### src/source/rdm_pkg.sv
/* Burst read master shared definitions
   Bus widths, burst geometry and the payload structs */

package rdm_pkg;

  //////////////////////////////////////////////////
  // Bus widths
  //////////////////////////////////////////////////
  localparam int ADDR_W  = 32;
  localparam int DATA_W  = 32;
  localparam int SIZE_W  = 16;
  localparam int ARLEN_W = 8;

  //////////////////////////////////////////////////
  // Burst geometry
  //////////////////////////////////////////////////
  localparam int BEAT_BYTES  = DATA_W / 8;
  localparam int BEAT_BITS   = $clog2(BEAT_BYTES);
  // AXI4 limits a burst to 256 beats and to one 4 KB page
  localparam int BURST_BEATS = (4096 / BEAT_BYTES < 256) ? 4096 / BEAT_BYTES : 256;
  localparam int BURST_BITS  = $clog2(BURST_BEATS);
  localparam int BURST_BYTES = BURST_BEATS * BEAT_BYTES;
  localparam int BURST_CNT_W = SIZE_W - BEAT_BITS - BURST_BITS;

  // Start request, sampled on ctrl_start
  typedef struct packed {
    logic [ADDR_W-1:0] addr;
    logic [SIZE_W-1:0] size;
  } ctrl_req_t;

  // AR channel payload, len is beats minus one
  typedef struct packed {
    logic [ADDR_W-1:0]  addr;
    logic [ARLEN_W-1:0] len;
  } ar_req_t;

  // One data beat on R and on the stream
  typedef struct packed {
    logic [DATA_W-1:0] data;
    logic              last;
  } r_beat_t;

  // Burst split of one request
  typedef struct packed {
    logic [ADDR_W-1:0]      base;
    logic [BURST_CNT_W-1:0] bursts;     // Burst count minus one
    logic [ARLEN_W-1:0]     final_len;  // arlen of the last burst
  } burst_plan_t;

endpackage

### src/source/ar_issuer.sv
/* AR channel issuer for the burst read master
   Walks the burst plan under an outstanding-burst credit limit */

`timescale 1ns/1ps

module ar_issuer #(
  parameter int MAX_OUTSTANDING = 4
) (
  input  logic                 aclk,
  input  logic                 areset,
  input  logic                 start,
  input  rdm_pkg::burst_plan_t plan,
  input  logic                 burst_popped,
  output logic                 arvalid,
  input  logic                 arready,
  output rdm_pkg::ar_req_t     ar
);

  import rdm_pkg::*;

  localparam int CREDIT_W = $clog2(MAX_OUTSTANDING + 1);

  logic                   idle;
  logic [ADDR_W-1:0]      addr;
  logic [BURST_CNT_W-1:0] ar_left;
  logic [CREDIT_W-1:0]    credit;
  logic                   ar_fire;
  logic                   ar_final;

  assign ar_fire  = arvalid & arready;
  // Zero bursts left means the one on the bus is the last
  assign ar_final = (ar_left == '0);

  //////////////////////////////////////////////////
  // Address walk
  //////////////////////////////////////////////////
  always_ff @(posedge aclk) begin
    if (areset) begin
      idle    <= 1'b1;
      ar_left <= '0;
    end else if (start) begin
      idle    <= 1'b0;
      ar_left <= plan.bursts;
    end else if (ar_fire) begin
      if (ar_final) begin
        idle <= 1'b1;
      end else begin
        ar_left <= ar_left - 1'b1;
      end
    end
  end

  // Next burst starts one full burst further on
  always_ff @(posedge aclk) begin
    if (start) begin
      addr <= plan.base;
    end else if (ar_fire) begin
      addr <= addr + ADDR_W'(BURST_BYTES);
    end
  end

  //////////////////////////////////////////////////
  // Outstanding credit
  //////////////////////////////////////////////////
  // Taken on each AR, returned when the burst leaves the FIFO
  always_ff @(posedge aclk) begin
    if (areset) begin
      credit <= CREDIT_W'(MAX_OUTSTANDING);
    end else begin
      case ({ar_fire, burst_popped})
        2'b10:   credit <= credit - 1'b1;
        2'b01:   credit <= credit + 1'b1;
        default: credit <= credit;
      endcase
    end
  end

  // Hold arvalid until accepted, then at least one idle cycle
  always_ff @(posedge aclk) begin
    if (areset) begin
      arvalid <= 1'b0;
    end else if (arvalid) begin
      arvalid <= ~arready;
    end else begin
      arvalid <= ~idle & (credit != '0);
    end
  end

  assign ar.addr = addr;
  assign ar.len  = ar_final ? plan.final_len : ARLEN_W'(BURST_BEATS - 1);

endmodule

### config.mk
export PLATFORM = sky130hd
export DESIGN_NAME = ar_issuer
export DESIGN_NICKNAME = d
export VERILOG_FILES = /design/src/source/rdm_pkg.sv /design/src/source/ar_issuer.sv
export SDC_FILE = /design/constraint.sdc
export NUM_CORES = 1
export LEC_CHECK = 0
export ABC_AREA = 1
export CAP_MARGIN = 10
export CORE_AREA = 2 2 104 106
export DETAILED_ROUTE_END_ITERATION = 8
export DIE_AREA = 0 0 106 108
export DONT_BUFFER_PORTS = 1
export HOLD_SLACK_MARGIN = 0.05
export RECOVER_POWER = 100
export REMOVE_ABC_BUFFERS = 1
export SLEW_MARGIN = 20
export SYNTH_ARGS = -nofsm -noshare
export SYNTH_HDL_FRONTEND = slang
export SYNTH_SLANG_ARGS = --single-unit
### constraint.sdc
create_clock -name aclk -period 4.57 [get_ports aclk]
set_clock_uncertainty 0.2 [all_clocks]
set_input_delay 0.2285 -clock aclk [delete_from_list [all_inputs] [get_ports aclk]]
set_output_delay 0.2285 -clock aclk [all_outputs]
set_load 0.05 [all_outputs]
# == After elaboration in Yosys (flattened, before gate mapping) ==
# Index checks and enable logic that the tools add are counted.
# Widths: inputs -> output; s select.
# totals
regBits,43
inputBits,51
# classes
n_eq_ne,3
addsub,4
bitwise,4
n_reduce_logical,7
n_mux,11
# ops
op,n
$mux 32,2
$add 32x11->32 const B,1
$mux 6,3
$mux 8,1
$logic_not 6->1,1
$pmux 3 s2,1
$reduce_bool 2->1,3
$sub 6x1->6 const B,1
$mux 1,4
$reduce_and 2->1,2
$add 3x1->3 const B,1
$reduce_bool 3->1,1
$sub 3x1->3 const B,1
$and 1x1->1,2
$eq 2x1->1 const B,1
$eq 2x2->1 const B,1
$ne 2x2->1 const B,1
$not 1->1,2

# == Longest topological paths before layout ==
# depth
ltp_word,4
depth_mapped,9

# == Worst setup path before layout ==
# No wires, ideal clock.
# synth_timing
path_type,register to register
startpoint,register addr[10]
endpoint,"register addr[28], data pin"
t_arrival_ns,1.637
setup_ns,0.253
path_stages_with_launch,9
t_required_ns,4.117
setup_slack_ns,2.480
cell_sequence,edfxtp_1 -> ha_1 -> nand3_2 -> nor2_2 -> nand2_1 -> nor2_1 -> nand3_1 -> nand3_1 -> nand2_1
# synth_via
elab_chain_len,3
# synth_lines
item,line_no,text
"start, declared",ar_issuer.sv:24,logic [ADDR_W-1:0] addr;
"start signal, assigned",ar_issuer.sv:56,addr <= plan.base;
"start signal, assigned",ar_issuer.sv:58,addr <= addr + ADDR_W'(BURST_BYTES);
$add 32x11->32,ar_issuer.sv:58,
$mux 32,ar_issuer.sv:57,end else if (ar_fire) begin
$mux 32,ar_issuer.sv:55,if (start) begin
# Every way passes these cells. The select of a mux whose other input is x is not followed.
# A chain may end at the register's enable or synchronous reset.

# == Final worst setup path ==
# layout_timing
startpoint,input port start
endpoint,"register addr[10], data pin"
# layout_via
elab_chain_len,1
# layout_lines
item,line_no,text
"start, declared",ar_issuer.sv:11,"input logic start,"
$mux 32,ar_issuer.sv:55,
# Every way passes these cells.

==> results.txt <==
----------------------------------------------------
[Status]
  Result of the run ... finished with violations
  Violations in the final reports ... max-capacitance violations, max-slew violations

[Clocking]
  Deepest clock path buffer count ... 2
  TritonCTS Buffers ... 5
  Num Clock Sinks ... 43
  Clock transition at the registers of the reported paths ... 0.09 ns
  Number of levels the H-tree was split into ... 2
  TritonCTS clock tree ... built
  Number of gates resized after cts ... 0
  Later-pin clock latency in the skew report ... 0.31 ns
  CTS root buf ... clkbuf_8

[Layout]
  NumNets Final ... 425
  Layout cells sized above 1 ... 4.59%
  Fill count ... 1,105
  Area grow syn2layout ... 25.1%
  Diodes inserted ... 0
  Layout Cell Area excl Fill ... 3180 µm²

[Timing]
  Total setup violations reported at the end of the flow ... 0
  Crit share post-route ... 54.5%
  Summed negative setup slack over all endpoints ... 0 ns
  Clock period minus worst slack ... 2.49 ns
  Max Fclk ... 402 MHz
  Final count of hold timing violations ... 0
  RSZ-0062 raised after global routing ... false
  Number of max-slew violations in the final report ... 58
  Slew Limit Headroom ... -63.1%
  Least-Margin Pin Slew ... 2.45 ns

[Power]
  Clock power share ... 27.6%
  PD cells ... 344 nW/µm²
  Peak VDD IR ... 150 µV
  Leakage power ... 0.00136 µW
  Sequential power share ... 54.9%
  Internal power ... 699 µW
  Sw Pwr ... 394 µW
  Net switching share of the total power ... 36.1%
  Combinational share of power ... 17.5%

[Setup path]
  Arrival time of data at the critical path endpoint ... 2.26 ns
  Capture instance of the worst register-to-register path ... ar_left[5]
  Cell with the largest stage delay on the worst path ... clkbuf_1
  Largest incremental delay on the critical path ... 1.71 ns
  Critical Setup Path Class ... primary input to register
  R2R setup slack ... 2.21 ns
  Buffering stage count on the worst path with inverters included ... 1
  Cell family with the largest share of critical-path delay ... buffers and inverters
  Worst setup SP type ... primary input
  Reg2Reg Launch Point ... arvalid
  Crit-path cells ... clkbuf_1, o21ai_0
  Depth of the worst register-to-register path ... 8
  Maximum fanout along the worst path ... 57
  Data required time at the worst endpoint ... 4.34 ns
  Type of element capturing the critical path ... register

[Routing]
  Met3 wire length ... 509 µm
  Detailed-route vias per instance ... 4.36
  Met1 Wirelength ... 2760 µm
  Final antenna-violating net count ... 0
  DR DRC count ... 0
  Per-cell routed wire length ... 12.9 µm
  DR vias ... 2,207
  DRT Wirelength ... 6520 µm
  Top layer reached by signal wires ... met4
  Met2 layer wire length in the routed design ... 3190 µm
  DRT Pass-1 Iters ... 4
  Drt first-iter violations ... 55

[Yosys]
  Ranking of synthesized cells by instance count ... 109 x nand2_1, 40 x inv_1, 32 x edfxtp_1
  Number of synthesized flops with an enable pin ... 32
  Proportion of synthesized chip area in sequential cells ... 46.5%
  Fraction of registers with async set or reset after synthesis ... 0%
  Ranking of synthesized cells by area ... edfxtp_1 38%, nand2_1 16%, dfxtp_1 8.7%, inv_1 5.9%, o21ai_0 4.5%
  Largest area contributor in the synthesized netlist ... edfxtp_1
  Average footprint of a synthesized cell ... 7.74 µm²
  Primary flip-flop cell chosen by synthesis mapping ... edfxtp_1
  Gate count after technology mapping ... 328
  Synthesized cell area ... 2540 µm²
  Unique masters post-synth ... 29
  Cell with the most instances after synthesis ... nand2_1
  Count of state elements after synthesis ... 43
  YS warnings ... 0
  Area share of the largest cell type after synthesis ... 37.9%

[Global routing]
  GR Overflow Total ... 0
  Total global routing track utilization ... 11.8%
  Number of global-route vias before repair ... 2,146
  Largest net degree at the start of global routing ... 58
  Global-route wire length before repair ... 10,500 µm
  Initial antenna violation count ... 0

[Floorplanning]
  Count of pins on the block boundary ... 92
  Core region area ... 10,200 µm²
  Die Outline Area ... 11,400 µm²
  Num rows ... 37
  Horiz. Die Dim ... 106 µm
  Overall die height ... 108 µm
  Initial standard-cell utilization of the core ... 24.8%

[Hold path]
  Hold path depth ... 4
  Hold-critical path endpoint ... idle
  Startpoint of the lowest-slack hold path ... start
  Hold/Removal Path Class ... primary input to register

[Place]
  Placer Congestion ... 0.786
  Port buffer count ... 0
  Estimated wirelength of the detail-placed design ... 4770 µm
  Area of placed instances ... 2660 µm²

[Run]
  Count of max-cap constraint violations ... 1

----------------------------------------------------
## area by class of cell
class	count	area, µm²	area share (%)
multi-input combinational	236	1150	36.1
clock buffer	5	68.8	2.17
tap	136	170	5.36
inverter	40	150	4.73
clock inverter	3	38.8	1.22
sequential	43	1180	37.2
timing repair buffer	43	422	13.3
## registers in the layout (all words and copies together), names as in the netlist
signal and count:
addr 32, ar_left 6, arvalid 1, idle 1, credit 3
## stage by stage
stage | std cells | power (µW) | setup WS (ns) | hold WS (ns) | util (%)
floorplan | 319 | 728 | 2.47 | 0.0976 | -
global placement | 456 | 763 | 2.32 | 0.0997 | 26.0
detailed placement | 456 | 767 | 2.29 | 0.103 | 26.0
CTS | 506 | 1120 | 2.26 | 0.0956 | 31.4
global route | 506 | 1150 | 1.69 | 0.173 | 31.1
finish | 506 | 1090 | 2.08 | 0.142 | 31.1
## cells by family (layout without fill, tap and decap cells)
kind of cell	after synthesis	count (layout)	synth area share (%)
mux	1	1	0.394
simple gates	185	185	31.6
compound gates	35	35	7.20
buf+inv	49	91	8.03
flops	43	43	46.5
xor+xnor	10	10	3.45
fa+ha+maj	5	5	2.76
## placed cells by master (no fill, tap or decap)
cell | synthesis | layout
nand3_1 | 19 | 20
buf_4 | 0 | 1
a22o_1 | 1 | 1
ha_1 | 4 | 4
clkbuf_1 | 2 | 1
xor2_1 | 6 | 6
clkinv_2 | 0 | 1
inv_1 | 40 | 40
dlygate4sd3_1 | 0 | 41
mux2i_1 | 1 | 1
clkbuf_8 | 0 | 5
clkinv_1 | 0 | 1
nand3_2 | 2 | 1
nor3b_1 | 1 | 1
bufinv_16 | 0 | 1
nand2_2 | 2 | 1
edfxtp_1 | 32 | 32
a31oi_1 | 1 | 1
o21ai_0 | 23 | 24
nor3_1 | 1 | 1
o21bai_1 | 1 | 1
nand4_1 | 6 | 6
xnor2_1 | 4 | 4
nor3_4 | 1 | 1
fa_1 | 1 | 1
or2_2 | 9 | 1
a21oi_1 | 8 | 8
or2_0 | 0 | 8
nor2_2 | 5 | 5
nor2_1 | 30 | 30
dfxtp_1 | 11 | 11
nand2_1 | 109 | 110
## worst max path at each step
stage             start  depth (start not counted)        to
3_5_place_dp   addr[10]                          8  addr[28]
3_3_place_gp   addr[10]                          8  addr[28]
6_report          start                          2  addr[10]
2_1_floorplan  addr[10]                          8  addr[28]
5_1_grt           start                          2  addr[17]
4_1_cts        addr[10]                          8  addr[28]
## what timing repair did
action,in CTS,in global routing
hold buffers,42,0
setup buffers,0,0
hold endpoints to repair,53,0
## worst register-to-register path, cell delays in order, from the launching register on
cell,delay [ns]
dfxtp_1,0.66
nand2_1,0.20
inv_1,0.13
nand2_1,0.06
nand2_1,0.26
nand2_1,0.09
nand2_1,0.06
a21oi_1,0.05
dlygate4sd3_1,0.55
## routing by layer
layer	vias up	GRT usage [%]
met4	0	4.32
met5	-	0
met1	1003	13.3
met3	5	4.40
met2	65	20.4
li1	1134	-
## power groups by stage
stage	sequential, µW	clock [µW]	combinational (µW)
finish	600	302	191
global route	606	329	218
detailed placement	609	0	158
floorplan	595	0	133
global placement	608	0	155
CTS	601	318	198
(Power assumes the default switching activity.)
