===== config.mk =====
export PLATFORM = sky130hd
export DESIGN_NAME = xfer_ctrl
export DESIGN_NICKNAME = d
export VERILOG_FILES = /design/src/source/rdm_pkg.sv /design/src/source/xfer_ctrl.sv
export SDC_FILE = /design/constraint.sdc
export NUM_CORES = 1
export LEC_CHECK = 0
export BUFFER_PORTS_ARGS = -buffer_cell sky130_fd_sc_hd__buf_4
export CAP_MARGIN = 20
export CORE_MARGIN = 2
export CORE_UTILIZATION = 50
export DETAILED_ROUTE_END_ITERATION = 6
export GPL_TIMING_DRIVEN = 0
export HOLD_SLACK_MARGIN = 0.15
export PLACE_DENSITY = 0.79
export SYNTH_ARGS = -nofsm -noshare
export SYNTH_HDL_FRONTEND = slang
export SYNTH_SLANG_ARGS = --single-unit

===== constraint.sdc =====
create_clock -name aclk -period 3.8 [get_ports aclk]
set_input_delay 0.38 -clock aclk [delete_from_list [all_inputs] [get_ports aclk]]
set_output_delay 0.38 -clock aclk [all_outputs]
set_load 0.01 [all_outputs]

===== src/source/rdm_pkg.sv =====
/* Burst read master shared definitions
   Bus widths, burst geometry and the payload structs */

package rdm_pkg;

  //////////////////////////////////////////////////
  // Bus widths
  //////////////////////////////////////////////////
  localparam int ADDR_W  = 32;
  localparam int DATA_W  = 32;
  localparam int SIZE_W  = 16;
  localparam int ARLEN_W = 8;

  //////////////////////////////////////////////////
  // Burst geometry
  //////////////////////////////////////////////////
  localparam int BEAT_BYTES  = DATA_W / 8;
  localparam int BEAT_BITS   = $clog2(BEAT_BYTES);
  // AXI4 limits a burst to 256 beats and to one 4 KB page
  localparam int BURST_BEATS = (4096 / BEAT_BYTES < 256) ? 4096 / BEAT_BYTES : 256;
  localparam int BURST_BITS  = $clog2(BURST_BEATS);
  localparam int BURST_BYTES = BURST_BEATS * BEAT_BYTES;
  localparam int BURST_CNT_W = SIZE_W - BEAT_BITS - BURST_BITS;

  // Start request, sampled on ctrl_start
  typedef struct packed {
    logic [ADDR_W-1:0] addr;
    logic [SIZE_W-1:0] size;
  } ctrl_req_t;

  // AR channel payload, len is beats minus one
  typedef struct packed {
    logic [ADDR_W-1:0]  addr;
    logic [ARLEN_W-1:0] len;
  } ar_req_t;

  // One data beat on R and on the stream
  typedef struct packed {
    logic [DATA_W-1:0] data;
    logic              last;
  } r_beat_t;

  // Burst split of one request
  typedef struct packed {
    logic [ADDR_W-1:0]      base;
    logic [BURST_CNT_W-1:0] bursts;     // Burst count minus one
    logic [ARLEN_W-1:0]     final_len;  // arlen of the last burst
  } burst_plan_t;

endpackage


===== src/source/xfer_ctrl.sv =====
/* Transfer control for the burst read master
   Samples the request, splits it into bursts and flags completion */

`timescale 1ns/1ps

module xfer_ctrl (
  input  logic                 aclk,
  input  logic                 areset,
  input  logic                 ctrl_start,
  input  rdm_pkg::ctrl_req_t   ctrl_req,
  input  logic                 r_fire,
  input  logic                 r_last,
  output logic                 start,
  output rdm_pkg::burst_plan_t plan,
  output logic                 ctrl_done
);

  import rdm_pkg::*;

  // Beat count minus one
  localparam int TOTAL_W = SIZE_W - BEAT_BITS;

  ctrl_req_t              req_r;
  logic [1:0]             start_sr;
  logic [TOTAL_W-1:0]     len_r;
  logic [ADDR_W-1:0]      base_r;
  logic                   r_active;
  logic [BURST_CNT_W-1:0] r_left;

  //////////////////////////////////////////////////
  // Request pipeline
  //////////////////////////////////////////////////
  // Stage 1 holds the raw request
  always_ff @(posedge aclk) begin
    if (ctrl_start) begin
      req_r <= ctrl_req;
    end
  end

  // Stage 2 rounds up to whole beats and aligns down to a burst
  always_ff @(posedge aclk) begin
    if (start_sr[0]) begin
      if (|req_r.size[BEAT_BITS-1:0]) begin
        len_r <= req_r.size[SIZE_W-1:BEAT_BITS];
      end else begin
        len_r <= req_r.size[SIZE_W-1:BEAT_BITS] - 1'b1;
      end
      base_r <= req_r.addr & ~ADDR_W'(BURST_BYTES - 1);
    end
  end

  // start comes two edges after the sampling edge
  always_ff @(posedge aclk) begin
    if (areset) begin
      start_sr <= '0;
      start    <= 1'b0;
    end else begin
      start_sr <= {start_sr[0], ctrl_start};
      start    <= start_sr[1];
    end
  end

  // Upper bits count full bursts, low bits give the final arlen
  assign plan.base      = base_r;
  assign plan.bursts    = len_r[TOTAL_W-1:BURST_BITS];
  assign plan.final_len = len_r[BURST_BITS-1:0];

  //////////////////////////////////////////////////
  // Completion tracking on R
  //////////////////////////////////////////////////
  always_ff @(posedge aclk) begin
    if (areset) begin
      r_active  <= 1'b0;
      r_left    <= '0;
      ctrl_done <= 1'b0;
    end else begin
      ctrl_done <= 1'b0;
      if (start) begin
        r_active <= 1'b1;
        r_left   <= plan.bursts;
      end else if (r_active && r_fire && r_last) begin
        // Last beat of the final burst ends the request
        if (r_left == '0) begin
          r_active  <= 1'b0;
          ctrl_done <= 1'b1;
        end else begin
          r_left <= r_left - 1'b1;
        end
      end
    end
  end

endmodule


; Word-level counts from Yosys, hierarchy flattened
; Index checks and enable logic that the tools add are counted.
[totals]
out_inout_bits = 48
wordCells = 30
reg_bits = 95
input_bits = 53
[classes]
eq_ne = 1
add_sub_neg = 2
bitwise_logic = 1
n_mux = 8
n_reduce_logical = 9
[ops]
columns = op, n
row1 = $mux W6, 3
row2 = $mux W14, 1
row3 = $sub A14 B1 Y14 const B, 1
row4 = $logic_not A6 Y1, 1
row5 = $sub A6 B1 Y6 const B, 1
row6 = $mux W1, 4
row7 = $reduce_and A2 Y1, 2
row8 = $reduce_bool A2 Y1, 2
row9 = $reduce_or A3 Y1, 1
row10 = $logic_and A1 B1 Y1, 2
row11 = $ne A2 B2 Y1 const B, 1
row12 = $reduce_or A2 Y1, 1
row13 = $not A1 Y1, 1

; Longest topological paths before layout
; Gate-level depths: netlist (run 1).
[depth]
depth_word = 4
depth_mapped = 6
mapped_depth_nobuf = 6

; Worst setup path before layout (run 1)
; OpenSTA, ideal clock, no wires.
[synth_path]
path_type = register -> register
from = register req_r[7] (netlist name)
to = register len_r[13], data pin
required_time_ns = 3.534
path_stages_with_launch = 5
period_less_slack_ns = 1.899
t_arrival_ns = 1.633
slack_ns = 1.901
cell_sequence = edfxtp_1 -> or4_4 -> or3_4 -> nor4_4 -> xor2_1
[synth_between]
elab_chain_len = 2
[synth_rtl]
columns = element, line_no
row1 = "start, declared", xfer_ctrl.sv:23  ; ctrl_req_t req_r;
row2 = "start signal, assigned", xfer_ctrl.sv:36  ; req_r <= ctrl_req;
row3 = $sub A14 B1 Y14, xfer_ctrl.sv:46  ; len_r <= req_r.size[SIZE_W-1:BEAT_BITS] - 1'b1;
row4 = $mux W14, xfer_ctrl.sv:43  ; if (|req_r.size[BEAT_BITS-1:0]) begin
row5 = "end signal, assigned", xfer_ctrl.sv:44  ; len_r <= req_r.size[SIZE_W-1:BEAT_BITS];
row6 = "end signal, assigned", xfer_ctrl.sv:46
row7 = "end, declared", xfer_ctrl.sv:25  ; logic [TOTAL_W-1:0] len_r;
; No other way between the ends.
; A chain may end at the register's enable or synchronous reset.

; Worst setup path after layout (run 1)
; Same ends and word-level chain as after synthesis.

==> key figures, run 1 <==
Yosys
  • Post-Syn Area: 3087 sq um
  • Synth cell types: 32
  • Syn Area/Cell: 16.78 sq um
  • Synth Register Bits: 85
  • Seq/Total Area, Yosys: 79.12%
  • Yosys warnings: 0
  • Cell count after synthesis: 184

Floorplan
  • I/O pins: 101
  • Core ar.: 5956 sq um
  • Die width: 82.57 um
  • Row count: 28
  • Die height: 82.57 um
  • Initial Util: 51.83%
  • Die Footprint: 6818 sq um

Final layout
  • Ant. Diodes: 0
  • Nets@finish: 340
  • Fraction of layout cells with a size suffix above 1: 37.72%
  • Layout area overhead: 28.98%

Clocking
  • CTS tree: built
  • CTS root buffer: clkbuf_8
  • Clock transition at the registers of the reported paths: 0.08 ns
  • Cts repair resizes: 0
  • CTS sink cnt: 85
  • CTS max path bufs: 2
  • Worst-skew pair later-pin latency: 0.35 ns
  • Post-CTS setup buffer count: 0
  • Num CTS Buffers: 9
  • Max H-tree Level: 3
  • Cts hold-fix bufs: 0

Critical path
  • Critical Path Fanout Max: 5
  • CP bufs+invs: 0
  • Data required time of the critical path: 3.89 ns
  • Crit-path leading delay family: simple AND/OR/NAND/NOR gates
  • Worst-path cell chain: or4_4 > or3_4 > nor4_4 > xor2_1
  • Arr. time, crit path: 2.07 ns
  • CP Launch Type: flip-flop
  • Worst Setup Path Type: reg2reg
  • Max stage delay on crit path: 0.58 ns
  • Worst setup EP type: flip-flop
  • Slowest CP cell: or4_4

Timing
  • Tcrit/Tclk final: 52.04%
  • Final Setup Violations: 0
  • Setup_tns: 0 ns
  • Final Slew Violations: 0
  • Fin Clk Skew: 0.007021 ns
  • Tightest Pin Transition: 0.8320 ns
  • Peak Freq: 0.5057 GHz
  • Fin crit period: 1.977 ns
  • Crit path setup slack, layout: 1.823 ns
  • Final hold violations: 0
  • RSZ-0062 raised after global routing: false
  • Slew HR: 44.53%

Global routing
  • Tot GR Track Use: 16.31%
  • Gr ovfl total: 0
  • Largest net degree at the start of global routing: 40
  • First-pass GRT wire length: 7817 um
  • Vias in the first global route: 1701
  • Initial antenna violation count: 0

Placement
  • Number of I/O port buffers: 80
  • Hpwl dp: 3551 um
  • GP Congestion: 0.8514
  • Pre-CTS setup slack: 1.836 ns

Route
  • Vias: 1760
  • Number of remaining DRC errors: 0
  • Initial DRC count: 55
  • DRT Wirelength: 4842 um
  • Post-DRT Antenna Nets: 0
  • Via density: 4.835
  • DRT Pass-1 Iters: 4
  • DR WL/cell: 13.30 um

Pwr
  • Power Dens Cells: 452.3 nW/um^2
  • VDD IR max: 298.5 uV
  • Pleak: 0.001548 uW

Run status
  • Status: complete, no violations

Hold path
  • Worst min path class: in2reg

Flow run
  • Max_cap viols: 0
## report_power, final
group / internal (uW) / switching [uW]
Sequential: 1090 / 34.2
Combinational: 82.7 / 63.6
Clock: 235 / 295
Total: 1410 / 393
## area by class of cell
cell class              instances  area [sq um]
clock inverters                 6         37.54
fillers                       430          1974
multi-input cells              91         576.8
inverters                       4         15.01
clock buffers                  10         127.6
flip-flops and latches         85          2444
plain buffers                  13         86.33
repair buffers                 80         600.6
well taps                      75         93.84
## layer usage
layer,part of all wire (%),GRT usage (%),vias to the layer above
li1,-,-,866
met1,37,17.45,791
met5,0,0,-
met4,3.7,12.62,0
met2,52,27.74,85
met3,7.5,3.804,18
## layout by cell type (no fill, tap or decap), drive strengths merged, types with 2 or more instances in the layout
| cell | netlist | final |
|---|---|---|
| nor3 | 6 | 6 |
| dfxtp | 11 | 11 |
| conb | 1 | 10 |
| inv | 4 | 5 |
| clkbuf | 3 | 13 |
| clkinv | 0 | 4 |
| edfxtp | 74 | 74 |
| nand2b | 2 | 2 |
| buf | 10 | 90 |
| o2111ai | 2 | 2 |
| a31oi | 3 | 3 |
| a21oi | 7 | 7 |
| or3 | 2 | 2 |
| nand3 | 2 | 2 |
| a211oi | 3 | 3 |
| o21ai | 2 | 2 |
| xor2 | 10 | 10 |
| nor4 | 2 | 2 |
| xnor2 | 4 | 4 |
| nand2 | 7 | 7 |
| ha | 3 | 3 |
| nor2b | 3 | 3 |
| a31o | 2 | 2 |
| nor2 | 14 | 14 |
## cells by family after synthesis
logic type | after synthesis | share of synthesized area (%)
adder cells (fa/ha/maj) | 3 | 1.216
flip-flops | 85 | 79.12
other | 1 | 0.1215
buffers and inverters | 17 | 3.283
AND/OR/NAND/NOR | 42 | 7.500
AO/OA/AOI/OAI | 21 | 4.459
multiplexers | 1 | 0.3243
XOR/XNOR | 14 | 3.972
## path summary, 6_finish.rpt
path              startpoint     endpoint  slack, ns  cells past startpoint
hold reg to reg    req_r[27]   base_r[11]       0.42                      0
setup reg to reg    req_r[7]    len_r[13]       1.82                      4
setup / recovery    req_r[7]    len_r[13]       1.82                      4
hold / removal        areset  start_sr[1]       0.20                      2
## state kept, by name, indices dropped and copies added, names as in the netlist
name       flops
req_r         38
base_r        22
len_r         14
r_left         6
start_sr       2
ctrl_done      1
r_active       1
start          1
## cells in the mapped netlist (all sizes together)
master   count  area share [%]
nor3         6            0.97
xor2        10             2.8
nand2        7            0.85
a31oi        3            0.61
nand2b       2            0.41
o21ai        2            0.32
nor2        14             1.7
buf         10             2.4
a21oi        7             1.1
a22o         1            0.28
nand3        2            0.32
o2111ai      2            0.57
or4          1            0.36
inv          4            0.49
edfxtp      74              72
nor2b        3            0.61
nand4b       1            0.28
conb         1            0.12
nor4         2            0.89
nor4b        1            0.28
or3          2            0.57
a31o         2            0.57
xnor2        4             1.1
ha           3             1.2
o31ai        1            0.24
a211oi       3            0.73
mux2i        1            0.32
nor3b        1            0.24
clkbuf       3            0.36
dfxtp       11             7.1
## per-stage QoR
stage               area (sq um)  util, %  hold slack, ns  total power (uW)  std cells
floorplan                   3120        -          0.4003              1194        193
global placement            3815    64.05          0.4000              1285        348
detailed placement          3816    64.08          0.4045              1294        348
CTS                         3981    66.85          0.1775              1822        364
global route                3981    66.85          0.1757              1886        364
finish                      3981    66.85          0.1975              1801        364
No activity file was read; power rests on OpenSTA's default activity.
==> run 2, diff against run 1 <==
--- a/config.mk
+++ b/config.mk
@@ -5,14 +5,15 @@
 export SDC_FILE = /design/constraint.sdc
 export NUM_CORES = 1
 export LEC_CHECK = 0
+export ABC_AREA = 1
 export BUFFER_PORTS_ARGS = -buffer_cell sky130_fd_sc_hd__buf_4
 export CAP_MARGIN = 20
 export CORE_MARGIN = 2
-export CORE_UTILIZATION = 50
+export CORE_UTILIZATION = 45
 export DETAILED_ROUTE_END_ITERATION = 6
 export GPL_TIMING_DRIVEN = 0
 export HOLD_SLACK_MARGIN = 0.15
-export PLACE_DENSITY = 0.79
+export PLACE_DENSITY = 0.75
 export SYNTH_ARGS = -nofsm -noshare
 export SYNTH_HDL_FRONTEND = slang
 export SYNTH_SLANG_ARGS = --single-unit
==> constraint.sdc (replaced) <==
create_clock -name aclk -period 1.62 [get_ports aclk]
set_input_delay 0.162 -clock aclk [delete_from_list [all_inputs] [get_ports aclk]]
set_output_delay 0.162 -clock aclk [all_outputs]
set_load 0.01 [all_outputs]
==> run 2 against run 1 <==
  * Non-clock buffer count increased by 43
  * Sequential share of layout area decreased by 8.4 points
  * Clock skew increased by 0.0084 ns
  * Utilization increased by 0.68 points
  * Fmax increased by 28%
  * Count of clock-buffer cells in the layout decreased by 1
  * Via count increased by 22%
  * Cell count increased by 29%
  * Largest power group unchanged
==> key figures, run 2 <==
Run status
  • Status: complete, no violations

Critical path
  • CP Launch Type: flip-flop
  • Data required time of the critical path: 1.74 ns
  • CP bufs+invs: 1
  • Worst setup EP type: flip-flop
  • Worst Setup Path Type: reg2reg
  • Slowest CP cell: edfxtp_1
  • Critical path origin: req_r[2]
  • Crit-path leading delay family: flip-flops
  • Max stage delay on crit path: 0.43 ns
  • Worst-path cell chain: inv_2 > ha_4 > nand3_4 > nor2_4 > nand3_1 > xor2_1
  • R2r startpoint: req_r[2]
  • Critical Path Fanout Max: 5
  • Arr. time, crit path: 1.66 ns

Route
  • DRT Pass-1 Iters: 4
  • DR WL/cell: 14.58 um
  • Via density: 4.582
  • Initial DRC count: 102
  • DRT Wirelength: 6839 um
  • Number of remaining DRC errors: 0
  • Vias: 2149
  • Post-DRT Antenna Nets: 0

Final layout
  • Nets@finish: 424
  • Layout area overhead: 44.42%
  • Max FFs per register: 38
  • Most flops, register: req_r
  • Most common cell after layout, fill and taps aside: buf_4
  • Ant. Diodes: 0
  • Final core utilization: 67.53%
  • Fraction of layout cells with a size suffix above 1: 34.05%
  • Most frequent cells in the layout: buf_4 (94), edfxtp_1 (74), dlygate4sd3_1 (41)
  • Biggest regs: req_r: 38 flops, base_r: 22 flops, len_r: 14 flops

Global routing
  • First-pass GRT wire length: 9777 um
  • Initial antenna violation count: 0
  • Gr ovfl total: 0
  • Largest net degree at the start of global routing: 40
  • Tot GR Track Use: 17.37%
  • Vias in the first global route: 2066

Yosys
  • Area share of and/or/nand/nor cells after synthesis: 12.22%
  • EDFF count, synth: 74
  • Most frequent cell after synthesis: edfxtp_1
  • Top post-synthesis cells by area: edfxtp_1 (70%), dfxtp_1 (6.9%), nand2_1 (3.4%), nor2_1 (2.6%), buf_4 (2.4%)
  • Yosys warnings: 0
  • Cell count after synthesis: 223
  • Synth top area share: 69.57%
  • Synth Register Bits: 85
  • Synth top cells by count: edfxtp_1 (74), nand2_1 (29), nor2_1 (22), inv_1 (20)
  • Post-Syn Area: 3194 sq um
  • Post-synthesis compound-gate area fraction: 3.055%
  • Post-Synth XOR/XNOR Area: 1.919%
  • Synth cell types: 24
  • Top_reg_cell synth: edfxtp_1
  • Syn Area/Cell: 14.32 sq um
  • Mux contribution to synthesized area: 0%
  • Largest family of logic cells by synthesized area: simple AND/OR/NAND/NOR gates
  • Synth Area in Adders: 1.175%
  • FFs w/ async S/R, synth: 0%
  • Seq/Total Area, Yosys: 76.46%
  • Synth area leader: edfxtp_1

Pwr
  • Power Dens Cells: 998.6 nW/um^2
  • Pleak: 0.001929 uW
  • Switch Pwr: 1169 uW
  • Net Sw Frac: 25.38%
  • Sequential power share: 57.3%
  • VDD IR max: 797.6 uV
  • Int Power: 3437 uW
  • Comb pwr share: 10.6%
  • Clock share of power: 32.1%

Clocking
  • Worst-skew pair later-pin latency: 0.36 ns
  • CTS max path bufs: 2
  • Clock transition at the registers of the reported paths: 0.10 ns
  • CTS root buffer: clkbuf_8
  • CTS tree: built
  • Max H-tree Level: 3
  • Num CTS Buffers: 9
  • CTS sink cnt: 85

Placement
  • Number of I/O port buffers: 80
  • GP Congestion: 0.8397
  • Hpwl dp: 3748 um

Floorplan
  • Die width: 88.25 um
  • Row count: 30
  • I/O pins: 101
  • Core ar.: 6832 sq um
  • Die height: 88.25 um
  • Die Footprint: 7788 sq um
  • Initial Util: 46.76%

Timing
  • Tcrit/Tclk final: 95.26%
  • Setup_tns: 0 ns
  • Final Setup Violations: 0
  • Fin Clk Skew: 0.01545 ns
  • Final hold violations: 0
  • Fin crit period: 1.543 ns
  • Peak Freq: 0.6480 GHz
  • Slew HR: 42.86%
  • Tightest Pin Transition: 0.8571 ns
  • Final Slew Violations: 0

Hold path
  • Min-delay src: r_last
  • Worst min path class: in2reg

Flow run
  • Max_cap viols: 0
## run 2: changes by cell type in the layout (fill, tap and decap cells not counted), sizes merged, moves of 4 or more
cell	previous run	this run
dlygate4sd3	0	41
nand2	7	32
nor3	6	1
buf	90	95
nor2	14	29
xor2	10	5
nand3	2	10
clkbuf	13	9
inv	5	24
o21ai	2	11
## run 2: layout make-up
type	instances	area (sq um)
flip-flops and latches	85	2444
fillers	481	2218
repair buffers	125	1041
multi-input cells	116	649.4
clock buffers	9	123.9
well taps	96	120.1
plain buffers	11	86.33
inverters	20	75.07
clock inverters	7	73.82
## run 2: repair_timing
| action | in CTS | in global routing |
|---|---|---|
| hold endpoints to repair | 44 | 0 |
| setup endpoints to repair | 0 | 6 |
| setup buffers | 0 | 4 |
| gates resized for setup | 0 | 7 |
| hold buffers | 41 | 0 |
## run 2: final timing paths
kind              slack [ns]  depth (start not counted)   endpoint
setup / recovery        0.08                          6  len_r[12]
hold / removal          0.21                          4   r_active
setup reg to reg        0.08                          6  len_r[12]
hold reg to reg         0.41                          2      start
## run 2: power groups by stage
stage,clock (uW),combinational [uW],sequential [uW]
finish,1480,489,2640
global route,1580,527,2660
CTS,1490,454,2630
detailed placement,0,375,2680
global placement,0,364,2670
floorplan,0,120,2700
## run 2: logic make-up after synthesis
kind of cell / Yosys count
other: 1
adder cells (fa/ha/maj): 3
AO/OA/AOI/OAI: 19
AND/OR/NAND/NOR: 77
flip-flops: 85
buffers and inverters: 31
XOR/XNOR: 7
## run 2: through the flow
stage | power, uW | hold slack, ns | std cells | setup slack [ns] | cell area, sq um
after global routing | 4766 | 0.2570 | 469 | -0.005962 | 4613
after global placement | 3036 | 0.3398 | 408 | -0.1384 | 3949
after detailed placement | 3055 | 0.3413 | 408 | 0.03998 | 3950
final | 4607 | 0.2138 | 469 | 0.07673 | 4613
after CTS | 4572 | 0.1855 | 465 | 0.01084 | 4558
after floorplan | 2819 | 0.2311 | 232 | 0.1533 | 3228
## run 2: tightest hold or removal path: stages
cell and delay, ns:
buf_4 0.11, nand3_1 0.12, nor2_1 0.06, nor2_1 0.09
## run 2: layer usage
layer / track usage [%] / wire [um] / up-vias
met4: 7.576 / 181 / 0
met1: 18.02 / 2471 / 983
met5: 0 / 0 / -
met3: 7.463 / 654 / 17
met2: 30.62 / 3532 / 111
li1: - / - / 1038
